`config.mk`:
```
export PLATFORM = sky130hd
export DESIGN_NAME = piano_top
export DESIGN_NICKNAME = d
export VERILOG_FILES = /design/src/piano_pkg.sv /design/src/piano_top.sv /design/src/dac_serializer.sv /design/src/voice_mixer.sv /design/src/envelope_gen.sv /design/src/spi_frame_rx.sv
export SDC_FILE = /design/constraint.sdc
export NUM_CORES = 1
export LEC_CHECK = 0
export BUFFER_PORTS_ARGS = -buffer_cell sky130_fd_sc_hd__buf_2
export CAP_MARGIN = 20
export CORE_MARGIN = 4
export CORE_UTILIZATION = 35
export CTS_BUF_LIST = sky130_fd_sc_hd__clkbuf_16
export CTS_CLUSTER_SIZE = 8
export DETAILED_ROUTE_END_ITERATION = 7
export PLACE_DENSITY = 0.56
export SLEW_MARGIN = 0
export SYNTH_ARGS = -nofsm -noshare
export SYNTH_HDL_FRONTEND = slang
export SYNTH_SLANG_ARGS = --single-unit
```
`constraint.sdc`:
```
create_clock -name clk -period 8.52 [get_ports clk]
set_input_delay 1.278 -clock clk [delete_from_list [all_inputs] [get_ports clk]]
set_output_delay 1.278 -clock clk [all_outputs]
set_load 0.05 [all_outputs]
```
`src/piano_pkg.sv`:
```
// piano synthesizer shared definitions
// sample widths, spi frame layout, envelope gain table and DAC frame timing
package piano_pkg;

    localparam int NUM_VOICES = 3;
    localparam int SAMPLE_W   = 8;
    localparam int MIX_W      = 10;  // holds the sum of three full-scale voices
    localparam int COUNT_W    = 2;

    typedef logic [SAMPLE_W-1:0] sample_t;
    typedef logic [MIX_W-1:0]    mix_t;
    typedef logic [COUNT_W-1:0]  count_t;

    // note i sits at [8i+7:8i], note count at [25:24], top bits unused
    localparam int                 FRAME_W        = 32;
    localparam logic [FRAME_W-1:0] SYNC_WORD      = 32'h0000_FFFF;
    localparam int                 NOTE_COUNT_LSB = 24;

    localparam int ENV_STEPS = 16;
    typedef logic [4:0] step_t;      // value ENV_STEPS marks a finished voice
    typedef logic [7:0] env_gain_t;

    // bit 7 passes the whole note, bit k below it adds note >> (7-k)
    localparam env_gain_t ENV_GAIN_TABLE [ENV_STEPS] = '{
        8'h1C,
        8'h34,
        8'h35,
        8'h3D,
        8'h80,                       // peak
        8'h7C,
        8'h7A,
        8'h6B,
        8'h69,
        8'h53,
        8'h51,
        8'h3F,
        8'h2E,
        8'h1A,
        8'h0D,
        8'h03
    };

    localparam int ENV_STEP_CYCLES_DEF = 7500000;

    localparam int DAC_BIT_CYCLES   = 40;
    localparam int DAC_PRE_BITS     = 4;   // zero control bits ahead of the sample
    localparam int DAC_WORD_BITS    = DAC_PRE_BITS + SAMPLE_W;
    localparam int DAC_SHIFT_CYCLES = DAC_WORD_BITS * DAC_BIT_CYCLES;
    localparam int DAC_LOAD_CYCLES  = 40;
    localparam int DAC_LDAC_CYCLES  = 40;
    localparam int DAC_FRAME_CYCLES = DAC_SHIFT_CYCLES + DAC_LOAD_CYCLES
                                      + DAC_LDAC_CYCLES + 1;
    localparam int DAC_DATA_PHASE   = 7;   // data changes while dclk is high
    localparam int DAC_DCLK_FALL    = 20;  // DAC samples here

endpackage
```
`src/piano_top.sv`:
```
// three-voice piano synthesizer top level
// spi note frames in, enveloped and mixed samples out to a serial DAC
module piano_top #(
    parameter int ENV_STEP_CYCLES = piano_pkg::ENV_STEP_CYCLES_DEF
) (
    input  logic                             clk,
    input  logic                             rst,
    input  logic                             sck,
    input  logic                             sdi,
    output logic                             dclk,
    output logic                             data,
    output logic                             load,
    output logic                             ldac,
    output logic [piano_pkg::NUM_VOICES-1:0] voice_active,
    output logic [piano_pkg::NUM_VOICES-1:0] voice_done
);
    import piano_pkg::*;

    sample_t notes [NUM_VOICES];        // levels, change only at frame end
    count_t  note_count;
    sample_t env_samples [NUM_VOICES];
    sample_t mix_sample;

    spi_frame_rx spi_frame_rx_inst (
        .clk        (clk),
        .rst        (rst),
        .sck        (sck),
        .sdi        (sdi),
        .notes      (notes),
        .note_count (note_count)
    );

    for (genvar v = 0; v < NUM_VOICES; v++)
    begin : g_voice
        envelope_gen #(
            .ENV_STEP_CYCLES (ENV_STEP_CYCLES)
        ) envelope_gen_inst (
            .clk        (clk),
            .rst        (rst),
            .note       (notes[v]),
            .env_sample (env_samples[v]),
            .active     (voice_active[v]),
            .done       (voice_done[v])
        );
    end

    voice_mixer voice_mixer_inst (
        .clk        (clk),
        .rst        (rst),
        .env_sample (env_samples),
        .active     (voice_active),
        .note_count (note_count),
        .mix_sample (mix_sample)
    );

    dac_serializer dac_serializer_inst (
        .clk        (clk),
        .rst        (rst),
        .mix_sample (mix_sample),
        .data       (data),
        .dclk       (dclk),
        .load       (load),
        .ldac       (ldac)
    );

endmodule

```
`src/dac_serializer.sv`:
```
// serial DAC frame generator
// shifts 4 zero control bits and the sample msb first, then pulses load and ldac
module dac_serializer (
    input  logic               clk,
    input  logic               rst,
    input  piano_pkg::sample_t mix_sample,
    output logic               data,
    output logic               dclk,
    output logic               load,
    output logic               ldac
);
    import piano_pkg::*;

    logic [$clog2(DAC_FRAME_CYCLES)-1:0] frame_cnt;
    logic [$clog2(DAC_BIT_CYCLES)-1:0]   phase;
    logic [DAC_WORD_BITS-1:0]            word;
    logic                                frame_last;
    logic                                in_bits;
    logic                                in_load;
    logic                                in_ldac;

    assign frame_last = (frame_cnt == DAC_FRAME_CYCLES - 1);
    assign in_bits    = (frame_cnt < DAC_SHIFT_CYCLES);
    assign in_load    = !in_bits && (frame_cnt < DAC_SHIFT_CYCLES + DAC_LOAD_CYCLES);
    assign in_ldac    = (frame_cnt >= DAC_SHIFT_CYCLES + DAC_LOAD_CYCLES) && !frame_last;

    always_ff @(posedge clk)
    begin
        if (rst || frame_last)
        begin
            frame_cnt <= '0;
            phase     <= '0;  // frame length is not a whole number of bits
        end
        else
        begin
            frame_cnt <= frame_cnt + 1'b1;
            if (phase == DAC_BIT_CYCLES - 1)
                phase <= '0;
            else
                phase <= phase + 1'b1;
        end
    end

    always_ff @(posedge clk)
    begin
        if (frame_cnt == '0)
            word <= {{DAC_PRE_BITS{1'b0}}, mix_sample};
        else if (in_bits && phase == DAC_DATA_PHASE)
            word <= word << 1;
    end

    // pins follow the frame counter by one cycle
    always_ff @(posedge clk)
    begin
        if (rst)
        begin
            dclk <= 1'b0;
            data <= 1'b0;
            load <= 1'b1;
            ldac <= 1'b1;
        end
        else
        begin
            load <= !in_load;
            ldac <= !in_ldac;
            if (in_bits)
            begin
                if (phase == '0)
                    dclk <= 1'b1;
                else if (phase == DAC_DCLK_FALL)
                    dclk <= 1'b0;
                if (phase == DAC_DATA_PHASE)
                    data <= word[DAC_WORD_BITS-1];
            end
            else
            begin
                dclk <= 1'b0;
                data <= 1'b0;
            end
        end
    end

    // the DAC must see the word latched before the output update
    assert property (@(posedge clk) disable iff (rst) load || ldac)
        else $error("dac_serializer: load and ldac low together");

endmodule

```
`src/voice_mixer.sv`:
```
// voice mixer
// sums the voices in use and divides by the number still sounding
module voice_mixer (
    input  logic                             clk,
    input  logic                             rst,
    input  piano_pkg::sample_t               env_sample [piano_pkg::NUM_VOICES],
    input  logic [piano_pkg::NUM_VOICES-1:0] active,
    input  piano_pkg::count_t                note_count,
    output piano_pkg::sample_t               mix_sample
);
    import piano_pkg::*;

    logic [NUM_VOICES-1:0] in_use;
    count_t                n_active;
    mix_t                  sum;
    mix_t                  scaled;

    always_comb
    begin
        n_active = '0;
        sum      = '0;
        for (int i = 0; i < NUM_VOICES; i++)
        begin
            in_use[i] = (i < note_count);  // voices past note_count are muted
            if (in_use[i])
            begin
                sum = sum + env_sample[i];
                if (active[i])
                    n_active = n_active + 1'b1;
            end
        end
    end

    always_comb
    begin
        case (n_active)
            2'd1:    scaled = sum;
            2'd2:    scaled = sum >> 1;
            2'd3:    scaled = (sum >> 2) + (sum >> 4) + (sum >> 6) + (sum >> 8);  // ~sum/3
            default: scaled = '0;
        endcase
    end

    always_ff @(posedge clk)
    begin
        if (rst)
            mix_sample <= '0;
        else if (scaled > mix_t'({SAMPLE_W{1'b1}}))
            mix_sample <= '1;  // clip at full scale
        else
            mix_sample <= scaled[SAMPLE_W-1:0];
    end

endmodule

```
`src/envelope_gen.sv`:
```
// per-voice key envelope
// steps through the gain table and scales the note with shifted copies
module envelope_gen #(
    parameter int ENV_STEP_CYCLES = piano_pkg::ENV_STEP_CYCLES_DEF
) (
    input  logic               clk,
    input  logic               rst,
    input  piano_pkg::sample_t note,
    output piano_pkg::sample_t env_sample,
    output logic               active,
    output logic               done
);
    import piano_pkg::*;

    logic [$clog2(ENV_STEP_CYCLES+1)-1:0] cycle_cnt;
    sample_t                              note_q;   // previous note for change detect
    step_t                                step;
    env_gain_t                            gain;
    sample_t                              scaled;
    logic                                 step_end;

    assign step_end = (cycle_cnt == ENV_STEP_CYCLES - 1);
    assign gain     = (step == ENV_STEPS) ? '0 : ENV_GAIN_TABLE[step[3:0]];

    // table entries keep this sum within 8 bits
    always_comb
    begin
        scaled = gain[7] ? note : '0;
        for (int k = 0; k < 7; k++)
        begin
            if (gain[k])
                scaled = scaled + (note >> (7 - k));
        end
    end

    always_ff @(posedge clk)
    begin
        if (rst)
        begin
            note_q     <= '0;
            step       <= '0;
            cycle_cnt  <= '0;
            active     <= 1'b0;
            done       <= 1'b0;
            env_sample <= '0;
        end
        else
        begin
            note_q     <= note;
            env_sample <= scaled;
            if (note == '0)            // key released, voice goes quiet
            begin
                step      <= '0;
                cycle_cnt <= '0;
                active    <= 1'b0;
                done      <= 1'b0;
            end
            else if (note != note_q)   // new key strike restarts the envelope
            begin
                step      <= '0;
                cycle_cnt <= '0;
                active    <= 1'b1;
                done      <= 1'b0;
            end
            else if (step != ENV_STEPS)
            begin
                if (step_end)
                begin
                    cycle_cnt <= '0;
                    step      <= step + 1'b1;
                    if (step == ENV_STEPS - 1)
                    begin
                        active <= 1'b0;
                        done   <= 1'b1;
                    end
                end
                else
                    cycle_cnt <= cycle_cnt + 1'b1;
            end
        end
    end

    assert property (@(posedge clk) disable iff (rst) !(active && done))
        else $error("envelope_gen: voice flagged active and done together");

endmodule

```
`src/spi_frame_rx.sv`:
```
// receive-only spi frame receiver
// brings sck/sdi into the clk domain, locks on the sync word and latches note frames
module spi_frame_rx (
    input  logic               clk,
    input  logic               rst,
    input  logic               sck,
    input  logic               sdi,
    output piano_pkg::sample_t notes [piano_pkg::NUM_VOICES],
    output piano_pkg::count_t  note_count
);
    import piano_pkg::*;

    logic [2:0]               sck_sync;   // two sync stages plus edge history
    logic [1:0]               sdi_sync;
    logic                     sck_rise;
    logic [FRAME_W-1:0]       shift_reg;
    logic [FRAME_W-1:0]       shift_next;
    logic                     locked;
    logic [$clog2(FRAME_W):0] bit_cnt;
    logic                     frame_done;

    assign sck_rise   = sck_sync[1] & ~sck_sync[2];
    assign shift_next = {shift_reg[FRAME_W-2:0], sdi_sync[1]};

    always_ff @(posedge clk)
    begin
        if (rst)
        begin
            sck_sync <= '0;
            sdi_sync <= '0;
        end
        else
        begin
            sck_sync <= {sck_sync[1:0], sck};
            sdi_sync <= {sdi_sync[0], sdi};
        end
    end

    // all-ones start needs a full 16 zeros shifted in before a match
    always_ff @(posedge clk)
    begin
        if (rst)
        begin
            shift_reg  <= '1;
            locked     <= 1'b0;
            bit_cnt    <= '0;
            frame_done <= 1'b0;
        end
        else
        begin
            frame_done <= 1'b0;
            if (sck_rise)
            begin
                shift_reg <= shift_next;
                if (!locked)
                    locked <= (shift_next == SYNC_WORD);
                else if (bit_cnt == FRAME_W - 1)
                begin
                    bit_cnt    <= '0;
                    frame_done <= 1'b1;  // 32nd shift of the frame
                end
                else
                    bit_cnt <= bit_cnt + 1'b1;
            end
        end
    end

    always_ff @(posedge clk)
    begin
        if (rst)
        begin
            notes      <= '{default: '0};
            note_count <= '0;
        end
        else if (frame_done)
        begin
            for (int i = 0; i < NUM_VOICES; i++)
                notes[i] <= shift_reg[SAMPLE_W*i +: SAMPLE_W];
            note_count <= shift_reg[NOTE_COUNT_LSB +: COUNT_W];
        end
    end

    // frames stay aligned once the sync word has been seen
    assert property (@(posedge clk) disable iff (rst)
        locked |-> bit_cnt <= FRAME_W - 1)
        else $error("spi_frame_rx: bit counter ran past the frame length");

endmodule

```
---- Yosys cells after proc, flatten, opt, wreduce, memory -nomap -nowiden ----
Memories as Yosys holds them, arrays and structs flattened.
Index checks and enable logic that the tools add are counted.
cells by class
  add/subtract/negate cells ............... 37
  $mul .................................... 0
  div/mod/pow operators ................... 0
  magnitude comparators ................... 10
  eq/ne operators ......................... 24
  shift-type cells ........................ 0
  muxes and demuxes ....................... 66
  bitwise gates (word level) .............. 8
  reductions and logical operators ........ 43
operators with widths
  cell                     number
  $mux W8                  37
  $add A23 B1 Y23 const B  3
  $eq A23 B23 Y1 const B   3
  $mux W23                 3
  $eq A32 B16 Y1 const B   1
  $pmux W10 S3             1
  $add A8 B1 Y8            3
  $add A8 B2 Y8            3
  $add A8 B3 Y8            3
  $add A8 B4 Y8            3
  $add A8 B5 Y8            3
  $add A8 B6 Y8            3
  $add A8 B7 Y8            3
  $logic_not A8 Y1         3
  $ne A8 B8 Y1             3
  $reduce_bool A2 Y1       11
  $mux W10                 2
  $reduce_and A3 Y1        6
  $mux W1                  17
  $add A5 B1 Y5 const B    3
  $eq A5 B4 Y1 const B     3
  $eq A5 B5 Y1 const B     3
  $ge A5 B5 Y1 const B     3
  $ne A5 B5 Y1 const B     3
  33 further kinds         62
word-level totals
  register bits ........................... 248
  bits in latches ......................... 0
  bits in writable memories ............... 0
  memory bits (read-only) ................. 384
  bits of input ports ..................... 4
  output and inout port bits .............. 10
  word-level logic and storage cells ...... 228
  memories kept ........................... 3
memory list
  name             depth  bits a word  read ports  clocked after Yosys merged registers in  wr ports  line                RTL
  (no name shown)  16     8            1           0                                        0         envelope_gen.sv:23  assign gain = (step == ENV_STEPS) ? '0 : ENV_GAIN_TABLE[step[3:0]];
  (no name shown)  16     8            1           0                                        0         envelope_gen.sv:23
  (no name shown)  16     8            1           0                                        0         envelope_gen.sv:23

---- Depth between registers and ports, before layout ----
Gate-level depths: netlist (run 1).
  depth in word-level cells ............... 20
  mapped depth ............................ 39
  depth with buffers taken out ............ 39

---- Cells and area by module ----
From an unflattened synthesis (run 1), not the netlist that was laid out.
unflattened totals
  cells, all modules ...................... 2,179
  area total of the unflattened synthesis .. 18,526.5 sq um
by module, submodules not included
  module                                        times used  cells each  area each (sq um)  seq. area each (sq um)
  envelope_gen at g_voice[1].envelope_gen_inst  1           511         4,226.6            920.9
  envelope_gen at g_voice[0].envelope_gen_inst  1           482         4,091.4            920.9
  envelope_gen at g_voice[2].envelope_gen_inst  1           491         4,037.6            920.9
  spi_frame_rx                                  1           281         2,538.7            1,401.3
  voice_mixer                                   1           275         2,133.3            160.2
  dac_serializer                                1           139         1,498.9            720.7

---- Least setup slack after synthesis (run 1) ----
Ideal clock, no wire load.
  path kind ............................... register -> register
  start ................................... register g_voice[2].envelope_gen_inst.step[1]
  end ..................................... register g_voice[2].envelope_gen_inst.env_sample[7]
  library setup time ...................... 0.114 ns
  arrival ................................. 7.585 ns
  data required time ...................... 8.406 ns
  setup slack ............................. 0.821 ns
  stages on the path, launching flop included .. 36
  path buffers ............................ 1
  period minus slack after synthesis ...... 7.699 ns
  cell sequence ........................... dfxtp_1 -> inv_1 -> ha_1 -> and3b_1 -> clkbuf_1 -> and2_1 -> ha_1 -> mux2_2 -> ha_1 -> inv_1 -> fa_1 -> mux2_2 -> fa_1 -> mux2_2 -> fa_1 -> nand2_1 -> o21ai_0 -> inv_1 -> ha_1 -> a21o_1 -> a21oi_1 -> nand2b_1 -> a21boi_0 -> o21ai_0 -> xnor2_1 -> ha_1 -> nor2b_1 -> o21ai_0 -> xor3_1 -> ha_1 -> o21ai_0 -> a21oi_1 -> xnor2_1 -> xnor2_1 -> o2111ai_1 -> a21bo_1
on the way
  longest elaborated chain between the ends .. 20
  elaborated cells between the ends (all ways) .. 21
  classes of those cells .................. add/sub: 7; eq/ne: 1; mux: 11; bitwise: 1; memory: 1
ends and longest elaborated chain
  what                                         line                RTL
  start, declared                              envelope_gen.sv:17  step_t step;
  start signal, assigned                       envelope_gen.sv:70  step <= step + 1'b1;
  $not A4 Y5 (not written as such)             envelope_gen.sv:23
  $mem_v2 Z16 W8                               --
  $mux W8 (not written as such) (2 in series)  envelope_gen.sv:23
  $mux W8 *                                    envelope_gen.sv:23
  $mux W8                                      envelope_gen.sv:28  scaled = gain[7] ? note : '0;
  $add A8 B1 Y8                                envelope_gen.sv:32  scaled = scaled + (note >> (7 - k));
  $mux W8                                      envelope_gen.sv:31  if (gain[k])
  $add A8 B2 Y8                                envelope_gen.sv:32
  [... 3 more ...]                             --
  $add A8 B4 Y8                                envelope_gen.sv:32
  $mux W8                                      envelope_gen.sv:31
  $add A8 B5 Y8                                envelope_gen.sv:32
  $mux W8                                      envelope_gen.sv:31
  $add A8 B6 Y8                                envelope_gen.sv:32
  $mux W8                                      envelope_gen.sv:31
  $add A8 B7 Y8                                envelope_gen.sv:32
  $mux W8 *                                    envelope_gen.sv:31
  end signal, assigned                         envelope_gen.sv:50  env_sample <= scaled;
  end, declared                                envelope_gen.sv:9   output piano_pkg::sample_t env_sample,
Mark *: on every way between the ends. The rest lies on a longest branch, timed or not. The select of a mux whose other input is x is not followed.
A chain may end at the register's enable or synchronous reset.

---- Final worst setup path (run 1) ----
  start ................................... register g_voice[2].envelope_gen_inst.step[0]
  end ..................................... register g_voice[2].envelope_gen_inst.env_sample[7]
Same word-level chain as after synthesis.

==> results of run 1 <==
-- final cells by class --
class                   instances  area (sq um)
flip-flops and latches        248          5050
inverters                     121           454
repair buffers                 41           282
well taps                     672           841
multi-input cells            1671         11900
clock inverters                 6          32.5
clock buffers                  39           976
fillers                      5180         30500
-- metal layers --
metal	part of all wire, %	GRT usage, %	vias up
met5	0	0	-
met4	1.6	3.51	0
met3	2.8	2.41	46
met2	47	24.4	141
met1	49	19.4	6695
li1	-	-	7337
-- cells in the final DEF, fill, tap and decap left out, types with 14 or more instances in the layout --
cell type,netlist,layout
o21bai_1,18,18
a31oi_1,14,14
xor2_1,80,80
nor2_1,250,250
nor4_1,23,23
mux2_2,55,55
mux2i_1,62,58
o21ai_0,70,63
o21a_1,15,15
and2_1,18,18
nand2_1,196,195
nor3_1,23,23
nor2b_1,55,53
inv_1,121,124
nand2b_1,17,17
nand4_1,38,38
a21o_1,36,36
fa_1,24,24
xnor2_1,129,129
clkbuf_16,0,39
dfxtp_1,240,235
nand3_1,83,83
buf_4,9,27
ha_1,147,147
a21oi_1,111,111
and3_1,25,25
or3_1,22,22
-- final timing paths --
kind                                   startpoint                                          to  slack, ns  cells after the start
min reg2reg         spi_frame_rx_inst.sdi_sync[0]               spi_frame_rx_inst.sdi_sync[1]       0.43                      1
min                 spi_frame_rx_inst.sdi_sync[0]               spi_frame_rx_inst.sdi_sync[1]       0.43                      1
max          g_voice[2].envelope_gen_inst.step[0]  g_voice[2].envelope_gen_inst.env_sample[7]       0.49                     35
max reg2reg  g_voice[2].envelope_gen_inst.step[0]  g_voice[2].envelope_gen_inst.env_sample[7]       0.49                     35
-- cells in the mapped netlist, drive strengths merged, types with 22 or more instances --
cell and instances:
a21o 36, a21oi 116, and3 25, buf 27, clkbuf 54, dfxtp 240
fa 24, ha 147, inv 121, mux2 55, mux2i 63, nand2 196
nand3 83, nand4 38, nor2 250, nor2b 55, nor3 25, nor4 24
o21ai 78, or3 22, xnor2 131, xor2 82
-- power by group through the flow --
stage               Sequential (mW)  Combinational (mW)  Clock [mW]
floorplan                      1.22              0.0417           0
global placement               1.22              0.0548           0
detailed placement             1.22              0.0565           0
CTS                            1.20              0.0568        1.34
global route                   1.20              0.0630        1.40
finish                         1.20              0.0556        1.30
-- metrics by stage --
step                power, mW  setup TNS, ns  setup slack (ns)
CTS                      2.60              0             0.229
global route             2.67        -0.0396           -0.0396
floorplan                1.26              0             0.821
detailed placement       1.28              0             0.278
global placement         1.28              0             0.417
finish                   2.56              0             0.492
-- kinds of logic after synthesis --
| logic type | after synthesis | synth area share [%] |
|---|---|---|
| AND/OR/NAND/NOR | 799 | 21.8 |
| AO/OA/AOI/OAI | 366 | 13.7 |
| flip-flops | 248 | 28.5 |
| XOR/XNOR | 216 | 11.1 |
| buffers and inverters | 202 | 4.56 |
| adder cells (fa/ha/maj) | 171 | 13.1 |
| multiplexers | 119 | 7.26 |
-- repair_timing --
action	CTS	global route
endpoints found under the setup margin	0	3
setup buffers	0	1
gates resized for setup	0	25
==> qor.yml, run 1 <==
grt_pass1_vias: 13800
ir_worst_vdd_uv: 132
drive_gt1_share_pct: 9.17
period_share_pct: 94.2
postCtsHoldBufs: 0
p_sw_uw: 545
clkPwrFrac_pct: 50.8
dpl.cell_count: 2751
postRouteAntennaNets: 0
grt_max_degree: 53
vias: 14200
worstHoldPathType: "reg -> reg"
synthDistinctLibCells: 92
drt_first_pass_iters: 5
slew_violations: 0
num_rows: 82
drc_errors: 0
maxSlewHeadroom_pct: 29.6
synth_ff_type: "dfxtp_1"
fin_util_pct: 39.0
critical-path-top-delay-family: "adder cells"
root_buffer: "clkbuf_16"
antenna_cells: 0
cts.sinks: 248
seq_area_frac_synth_pct: 28.5
finish.net_count: 2295
status: "complete, no violations"
async_flop_share_pct: 0
synthCells: 2121
synth_warnings: 0
p_sw_share_pct: 21.3
dieArea_sq_um: 54200
share_comb_of_total_power_pct: 2.2
skew_ns: 0.0186
gr-total-overflow: 0
clk_pin_slew_ns: 0.05
setup_violations: 0
placed_cell_area_sq_um: 18500
critPathMaxFanout: 8
syn_area_sq_um: 17700
crit_type: "reg -> reg"
die_y_um: 233
yosys.area.top_type: "dfxtp_1"
max_freq_mhz: 125
tightestPinTransition_ns: 1.05
hold_ws_ns: 0.429
cts_tree: "done"
crit_buf_inv: 3
pwr-share-seq_pct: 47.0
antenna_found_initial: 0
max-clock-path-buffers: 3
initial_core_util_pct: 35.3
slowest_delay_ns: 0.45
internal-power_mw: 2.01
port_buffers: 13
htree_num_levels: 2
syn_nets: 2296
worstSetupStartpointType: "flop"
grt_pass1_wl_um: 66800
vias_per_cell: 5.08
ios: 14
synth_edf_count: 8
fin_crit_ns: 8.03
place_congestion: 0.839
crit_slowest_cell: "fa_1"
cp_common_cell: "ha_1"
drt_wl_total_um: 39400
power.density_nw_per_um2: 131
numCtsBuffers: 37
ys_seq_elements: 248
routedWlPerCell_um: 14.1
required_ns: 9.00
largest_register_ffs: 69
critPathCaptureType: "flop"
hold_viol_final: 0
coreArea_sq_um: 50100
design_area_sq_um: 19500
area_growth_pct: 10.4
maxCapViolCount: 0
drt_iter0_markers: 642
dpl.hpwl_um: 29100
track_usage_pct: 14.5
clk_latency_ns: 0.53
final_cells: 2798
synthTopCellsByArea: "dfxtp_1, ha_1, xnor2_1"
avgSynthCellArea_sq_um: 8.34
leakage_nw: 7.90
synth_top_area_share_pct: 27.2
die_x_um: 233
cp.arrival_ns: 8.51
No activity file was read; power rests on OpenSTA's default activity.
==> inputs of run 2 (changes only) <==
--- a/config.mk
+++ b/config.mk
@@ -13,6 +13,7 @@
 export CTS_CLUSTER_SIZE = 8
 export DETAILED_ROUTE_END_ITERATION = 7
 export PLACE_DENSITY = 0.56
+export REMOVE_ABC_BUFFERS = 1
 export SLEW_MARGIN = 0
 export SYNTH_ARGS = -nofsm -noshare
 export SYNTH_HDL_FRONTEND = slang
==> run 2 against run 1 <==
Against the previous run:
- combinational power hardly changed
- cell area up 0.33%
- via count up 1.3%
- sequential cell count stayed put
- die area unchanged
- routed wire length up 0.57%
- clock skew increased by 0.0079 ns
- critical path type unchanged
- largest cell class unchanged
==> qor.yml, run 2 (synthesized netlist as in run 1, its figures left out) <==
status: "complete, no violations"
gr-total-overflow: 0  # unchanged
root_buffer: "clkbuf_16"
cts_tree: "done"
vias_per_cell: 5.13  # +1.0%
drt_first_pass_iters: 5  # unchanged
dpl.cell_count: 2752  # +0.036%
most-common-layout-cells: "nor2_1, dfxtp_1, nand2_1, ha_1, xnor2_1"
crit_type: "reg -> reg"
slowest_delay_ns: 0.47  # +0.02 ns
worstHoldPathType: "reg -> reg"
cp.arrival_ns: 8.44  # -0.07 ns
vias: 14400  # +1.3%
critPathMaxFanout: 7  # -1
dieArea_sq_um: 54200  # unchanged
max_freq_mhz: 125  # about the same
critPathCaptureType: "flop"
postRouteAntennaNets: 0  # unchanged
htree_num_levels: 2  # unchanged
place_congestion: 0.826  # -1.5%
routedWlPerCell_um: 14.1  # +0.32%
largest_register_ffs: 69  # unchanged
fin_crit_ns: 8.02  # -0.00354 ns
grt_pass1_vias: 13800  # -0.32%
maxSlewHeadroom_pct: 32.7  # +3.1 points
drive_gt1_share_pct: 9.47  # +0.30 points
startpoint: "g_voice[1].envelope_gen_inst.step[0]"
drt_wl_total_um: 39600  # +0.57%
ios: 14  # unchanged
hold_ws_ns: 0.437  # +0.00705 ns
skew_ns: 0.0266  # +0.00792 ns
track_usage_pct: 14.6  # +0.089 points
power.density_nw_per_um2: 131  # +0.41%
clk_latency_ns: 0.55  # +0.02 ns
die_x_um: 233  # unchanged
drt_iter0_markers: 775  # +21%
crit_buf_inv: 3  # unchanged
clk_pin_slew_ns: 0.05  # about the same
dpl.hpwl_um: 28900  # -0.68%
min_from: "spi_frame_rx_inst.sck_sync[0]"
ir_worst_vdd_uv: 114  # -13%
numCtsBuffers: 37  # unchanged
num_rows: 82  # unchanged
die_y_um: 233  # unchanged
slew_violations: 0  # unchanged
required_ns: 8.94  # -0.06 ns
grt_pass1_wl_um: 66900  # +0.18%
mostFrequentLayoutCell: "nor2_1"
hold_viol_final: 0  # unchanged
cp_common_cell: "ha_1"
tightestPinTransition_ns: 0.999  # -0.0479 ns
leakage_nw: 7.94  # +0.54%
final_cells: 2805  # +0.25%
initial_core_util_pct: 35.3  # unchanged
rsz0062_at_grt: "false"
cts.sinks: 248  # unchanged
max-clock-path-buffers: 3  # unchanged
grt_max_degree: 49  # -7.5%
coreArea_sq_um: 50100  # unchanged
maxCapViolCount: 0  # unchanged
r2r-start: "g_voice[1].envelope_gen_inst.step[0]"
finish.net_count: 2299  # +0.17%
period_share_pct: 94.2  # about the same
port_buffers: 13  # unchanged
drc_errors: 0  # unchanged
worstSetupStartpointType: "flop"
critical-path-top-delay-family: "adder cells"
setup_violations: 0  # unchanged
antenna_cells: 0  # unchanged
area_growth_pct: 10.7
postCtsHoldBufs: 0  # unchanged
antenna_found_initial: 0  # unchanged
setup_tns_ns: 0  # unchanged
crit_slowest_cell: "xnor3_1"
==> run 2: what timing repair did <==
item,CTS,global route
gates resized for setup,0,30
buffers inserted,0,2
setup endpoints to repair,0,4
==> run 2: worst paths after layout <==
path	endpoint	slack [ns]	cells after the start
worst max-delay path	g_voice[1].envelope_gen_inst.env_sample[7]	0.50	35
worst min-delay path	spi_frame_rx_inst.sck_sync[1]	0.44	1
worst max register to register	g_voice[1].envelope_gen_inst.env_sample[7]	0.50	35
worst min register to register	spi_frame_rx_inst.sck_sync[1]	0.44	1
==> run 2: per-stage QoR <==
stage	utilization [%]	area [sq um]	setup WS (ns)	power, mW
2_1_floorplan	-	17300	0.867	1.26
5_1_grt	39.1	19600	0.0116	2.69
6_report	39.1	19600	0.495	2.57
3_5_place_dp	36.9	18500	0.142	1.28
4_1_cts	38.9	19500	0.105	2.63
3_3_place_gp	36.8	18400	0.345	1.28
==> run 2: worst reg2reg max path, delay by kind of cell (launching register included) <==
family	cells	cell delay [ns]
flops	1	0.41
buf+inv	3	0.31
simple gates	5	0.78
mux	5	1.46
xor+xnor	5	1.02
fa+ha+maj	9	2.78
compound gates	8	1.16
==> run 2: report_power, final <==
group	switching (mW)	leakage [nW]	internal [mW]
clock network	0.516	0.523	0.803
registers	0.0123	2.02	1.19
logic	0.0350	5.40	0.0203
==> run 2: routing by layer <==
metal	global-route usage (%)	part of all wire, %	up-vias
li1	-	-	7360
met1	19.5	49	6769
met5	0	0	-
met2	24.0	45	195
met3	2.62	3.5	75
met4	4.30	2.6	0
==> run 2: layout make-up <==
cell class	instances	area (sq um)
sequential	248	5050
clock buffer	39	976
fill	5113	30500
tap	672	841
multi-input combinational	1671	11900
timing repair buffer	45	313
clock inverter	9	40.0
inverter	121	454
==> inputs of run 3 (changes only) <==
--- a/config.mk
+++ b/config.mk
@@ -5,6 +5,7 @@
 export SDC_FILE = /design/constraint.sdc
 export NUM_CORES = 1
 export LEC_CHECK = 0
+export ABC_AREA = 1
 export BUFFER_PORTS_ARGS = -buffer_cell sky130_fd_sc_hd__buf_2
 export CAP_MARGIN = 20
 export CORE_MARGIN = 4
@@ -14,7 +15,7 @@
 export DETAILED_ROUTE_END_ITERATION = 7
 export PLACE_DENSITY = 0.56
 export REMOVE_ABC_BUFFERS = 1
-export SLEW_MARGIN = 0
+export SLEW_MARGIN = 5
 export SYNTH_ARGS = -nofsm -noshare
 export SYNTH_HDL_FRONTEND = slang
 export SYNTH_SLANG_ARGS = --single-unit
==> run 3 against run 2 <==
Against the previous run:
- critical path depth increased by 13
- cell area increased by 3.7%
- clock skew down 0.013 ns
- worst setup slack gained 0.35 ns
- global-route usage is 0.17 points higher
- non-clock buffer count fell by 21
- critical path type unchanged
- critical endpoint is now g_voice[2].envelope_gen_inst.env_sample[7]
==> qor.yml, run 3 <==
root_buffer: "clkbuf_16"
drt_first_pass_iters: 5  # unchanged
skew_ns: 0.0136  # -0.0129 ns
power.density_nw_per_um2: 126  # -3.8%
ios: 14  # unchanged
crit_buf_inv: 13  # +10
crit_type: "reg -> reg"
rsz0062_at_grt: "false"
worstHoldPathType: "reg -> reg"
slew_violations: 0  # unchanged
initial_core_util_pct: 35.3  # -0.051 points
crit_slowest_cell: "fa_1"
finish.net_count: 2976  # +29%
vias: 16800  # +17%
synth_ff_type: "dfxtp_1"
die_x_um: 238  # +2.2%
slowest_delay_ns: 0.45  # -0.02 ns
clkPwrFrac_pct: 51.0  # -0.2 points
period_share_pct: 90.1  # -4.1 points
track_usage_pct: 14.7  # +0.17 points
numCtsBuffers: 37  # unchanged
dpl.hpwl_um: 32000  # +11%
coreArea_sq_um: 52400  # +4.7%
max-clock-path-buffers: 3  # unchanged
largest_register_ffs: 69  # unchanged
cts_tree: "done"
routedWlPerCell_um: 11.9  # -16%
pwr-share-seq_pct: 46.7  # about the same
internal-power_mw: 1.98  # -1.3%
critPathCaptureType: "flop"
most-common-layout-cells: "nand2_1, inv_1, nor2_1, dfxtp_1, a21oi_1"
worst_slack_ns: 0.843  # +0.348 ns
grt_max_degree: 60  # +22%
yosys.area.top_type: "dfxtp_1"
antenna_cells: 0  # unchanged
required_ns: 8.95  # about the same
grt_pass1_vias: 15800  # +15%
mostFrequentLayoutCell: "nand2_1"
status: "complete, no violations"
setup_violations: 0  # unchanged
place_congestion: 0.847  # +2.5%
critPathMaxFanout: 10  # +3
synth_top_area_share_pct: 26.0  # -1.2 points
drt_wl_total_um: 41700  # +5.3%
synthTopCellsByCount: "nand2_1, inv_1, nor2_1, dfxtp_1, a21oi_1"
max_freq_mhz: 130  # +4.5%
htree_num_levels: 2  # unchanged
seq_area_frac_synth_pct: 27.3  # -1.3 points
synthDistinctLibCells: 60  # -35%
cts.sinks: 248  # unchanged
drt_iter0_markers: 883  # +14%
synthTopCellsByArea: "dfxtp_1, nand2_1, ha_1"
maxCapViolCount: 0  # unchanged
syn_area_sq_um: 18500  # +4.6%
port_buffers: 13  # unchanged
synth_edf_count: 8  # unchanged
cp_common_cell: "inv_1"
synth_warnings: 0  # unchanged
setup_tns_ns: 0  # unchanged
critical-path-top-delay-family: "adder cells"
synthCells: 2790  # +32%
die_y_um: 238  # +2.2%
tightestPinTransition_ns: 0.950  # -0.0485 ns
num_rows: 84  # +2.4%
maxSlewHeadroom_pct: 36.4  # +3.7 points
worstSetupStartpointType: "flop"
vias_per_cell: 4.80  # -6.4%
fin_crit_ns: 7.68  # -0.348 ns
area_growth_pct: 9.72
clk_latency_ns: 0.55  # about the same
drc_errors: 0  # unchanged
dieArea_sq_um: 56600  # +4.4%
p_sw_uw: 583  # +3.6%
synth.most_common_cell: "nand2_1"
gr-total-overflow: 0  # unchanged
postRouteAntennaNets: 0  # unchanged
cp.arrival_ns: 8.11  # -0.33 ns
p_sw_share_pct: 22.7  # +0.85 points
clk_pin_slew_ns: 0.05  # about the same
pre_cts_slack_ns: 0.594  # +0.452 ns
avgSynthCellArea_sq_um: 6.63  # -20%
leakage_nw: 9.40  # +18%
grt_pass1_wl_um: 72700  # +8.7%
ir_worst_vdd_uv: 112  # -1.6%
antenna_found_initial: 1  # +1
hold_viol_final: 0  # unchanged
async_flop_share_pct: 0  # unchanged
share_comb_of_total_power_pct: 2.3  # +0.2 points
drive_gt1_share_pct: 7.62  # -1.9 points
ys_seq_elements: 248  # unchanged
[run 3: changes by cell type in the layout (fill, tap and decap cells not counted), moves of 57 or more]
cell | before | now
nand3_1 | 83 | 144
o21ai_0 | 63 | 158
xnor2_1 | 129 | 22
nor2_1 | 250 | 321
mux2i_1 | 57 | 0
inv_1 | 127 | 431
nand2_1 | 194 | 633
[run 3: cells by family (layout without fill, tap and decap cells)]
logic type | count (synthesis) | in the layout | share of synthesized area [%]
XOR/XNOR | 67 | 67 | 3.25
multiplexers | 1 | 1 | 0.0608
adder cells (fa/ha/maj) | 171 | 171 | 12.5
buffers and inverters | 507 | 527 | 10.8
AND/OR/NAND/NOR | 1346 | 1346 | 32.5
flip-flops | 248 | 248 | 27.3
AO/OA/AOI/OAI | 450 | 450 | 13.6
[run 3: worst paths after layout]
check	startpoint	endpoint	slack, ns	depth (start not counted)
max	g_voice[2].envelope_gen_inst.step[1]	g_voice[2].envelope_gen_inst.env_sample[7]	0.84	48
min	spi_frame_rx_inst.sdi_sync[0]	spi_frame_rx_inst.sdi_sync[1]	0.41	2
max reg2reg	g_voice[2].envelope_gen_inst.step[1]	g_voice[2].envelope_gen_inst.env_sample[7]	0.84	48
min reg2reg	spi_frame_rx_inst.sdi_sync[0]	spi_frame_rx_inst.sdi_sync[1]	0.41	2
[run 3: through the flow]
stage               total power [mW]  utilization [%]  std cells  area, sq um  hold slack, ns
detailed placement              1.28             36.6       3447        19200           0.403
CTS                             2.62             38.6       3495        20200           0.414
finish                          2.57             38.7       3498        20300           0.408
floorplan                       1.26                -       2738        18200           0.388
global placement                1.28             36.6       3447        19200           0.406
global route                    2.67             38.7       3498        20300           0.431
[run 3: power by group through the flow]
stage | Sequential [mW] | Combinational [mW] | Clock (mW)
after global routing | 1.20 | 0.0697 | 1.40
after global placement | 1.22 | 0.0592 | 0
after CTS | 1.20 | 0.0610 | 1.36
after detailed placement | 1.22 | 0.0608 | 0
final | 1.20 | 0.0599 | 1.31
after floorplan | 1.22 | 0.0405 | 0
[run 3: final cells by class]
| class | count | area (sq um) |
|---|---|---|
| Multi-Input combinational cell | 2035 | 11500 |
| Clock buffer | 37 | 926 |
| Inverter | 455 | 1710 |
| Fill cell | 5430 | 32100 |
| Clock inverter | 11 | 96.3 |
| Sequential cell | 248 | 5050 |
| Tap cell | 688 | 861 |
| Timing Repair Buffer | 24 | 148 |
[run 3: timing repair]
action,in CTS,in global routing
hold buffers,0,0
gates resized for setup,0,16
endpoints found under the setup margin,0,6
buffers inserted,0,3
[run 3: tightest hold or removal path: cells and delay by family, from the launching register on]
family | cells | cell delay [ns]
flops | 1 | 0.30
buf+inv | 1 | 0.04
simple gates | 1 | 0.03
[run 3: per-layer routing]
| layer | share of wire (%) | routed length, um | up-vias | track usage, % |
|---|---|---|---|---|
| met3 | 3.4 | 1400 | 61 | 2.28 |
| met2 | 45 | 18600 | 186 | 24.2 |
| met4 | 2.4 | 986 | 2 | 4.48 |
| met5 | 0.031 | 13 | - | 0 |
| met1 | 50 | 20700 | 7514 | 20.1 |
| li1 | - | - | 9043 | - |
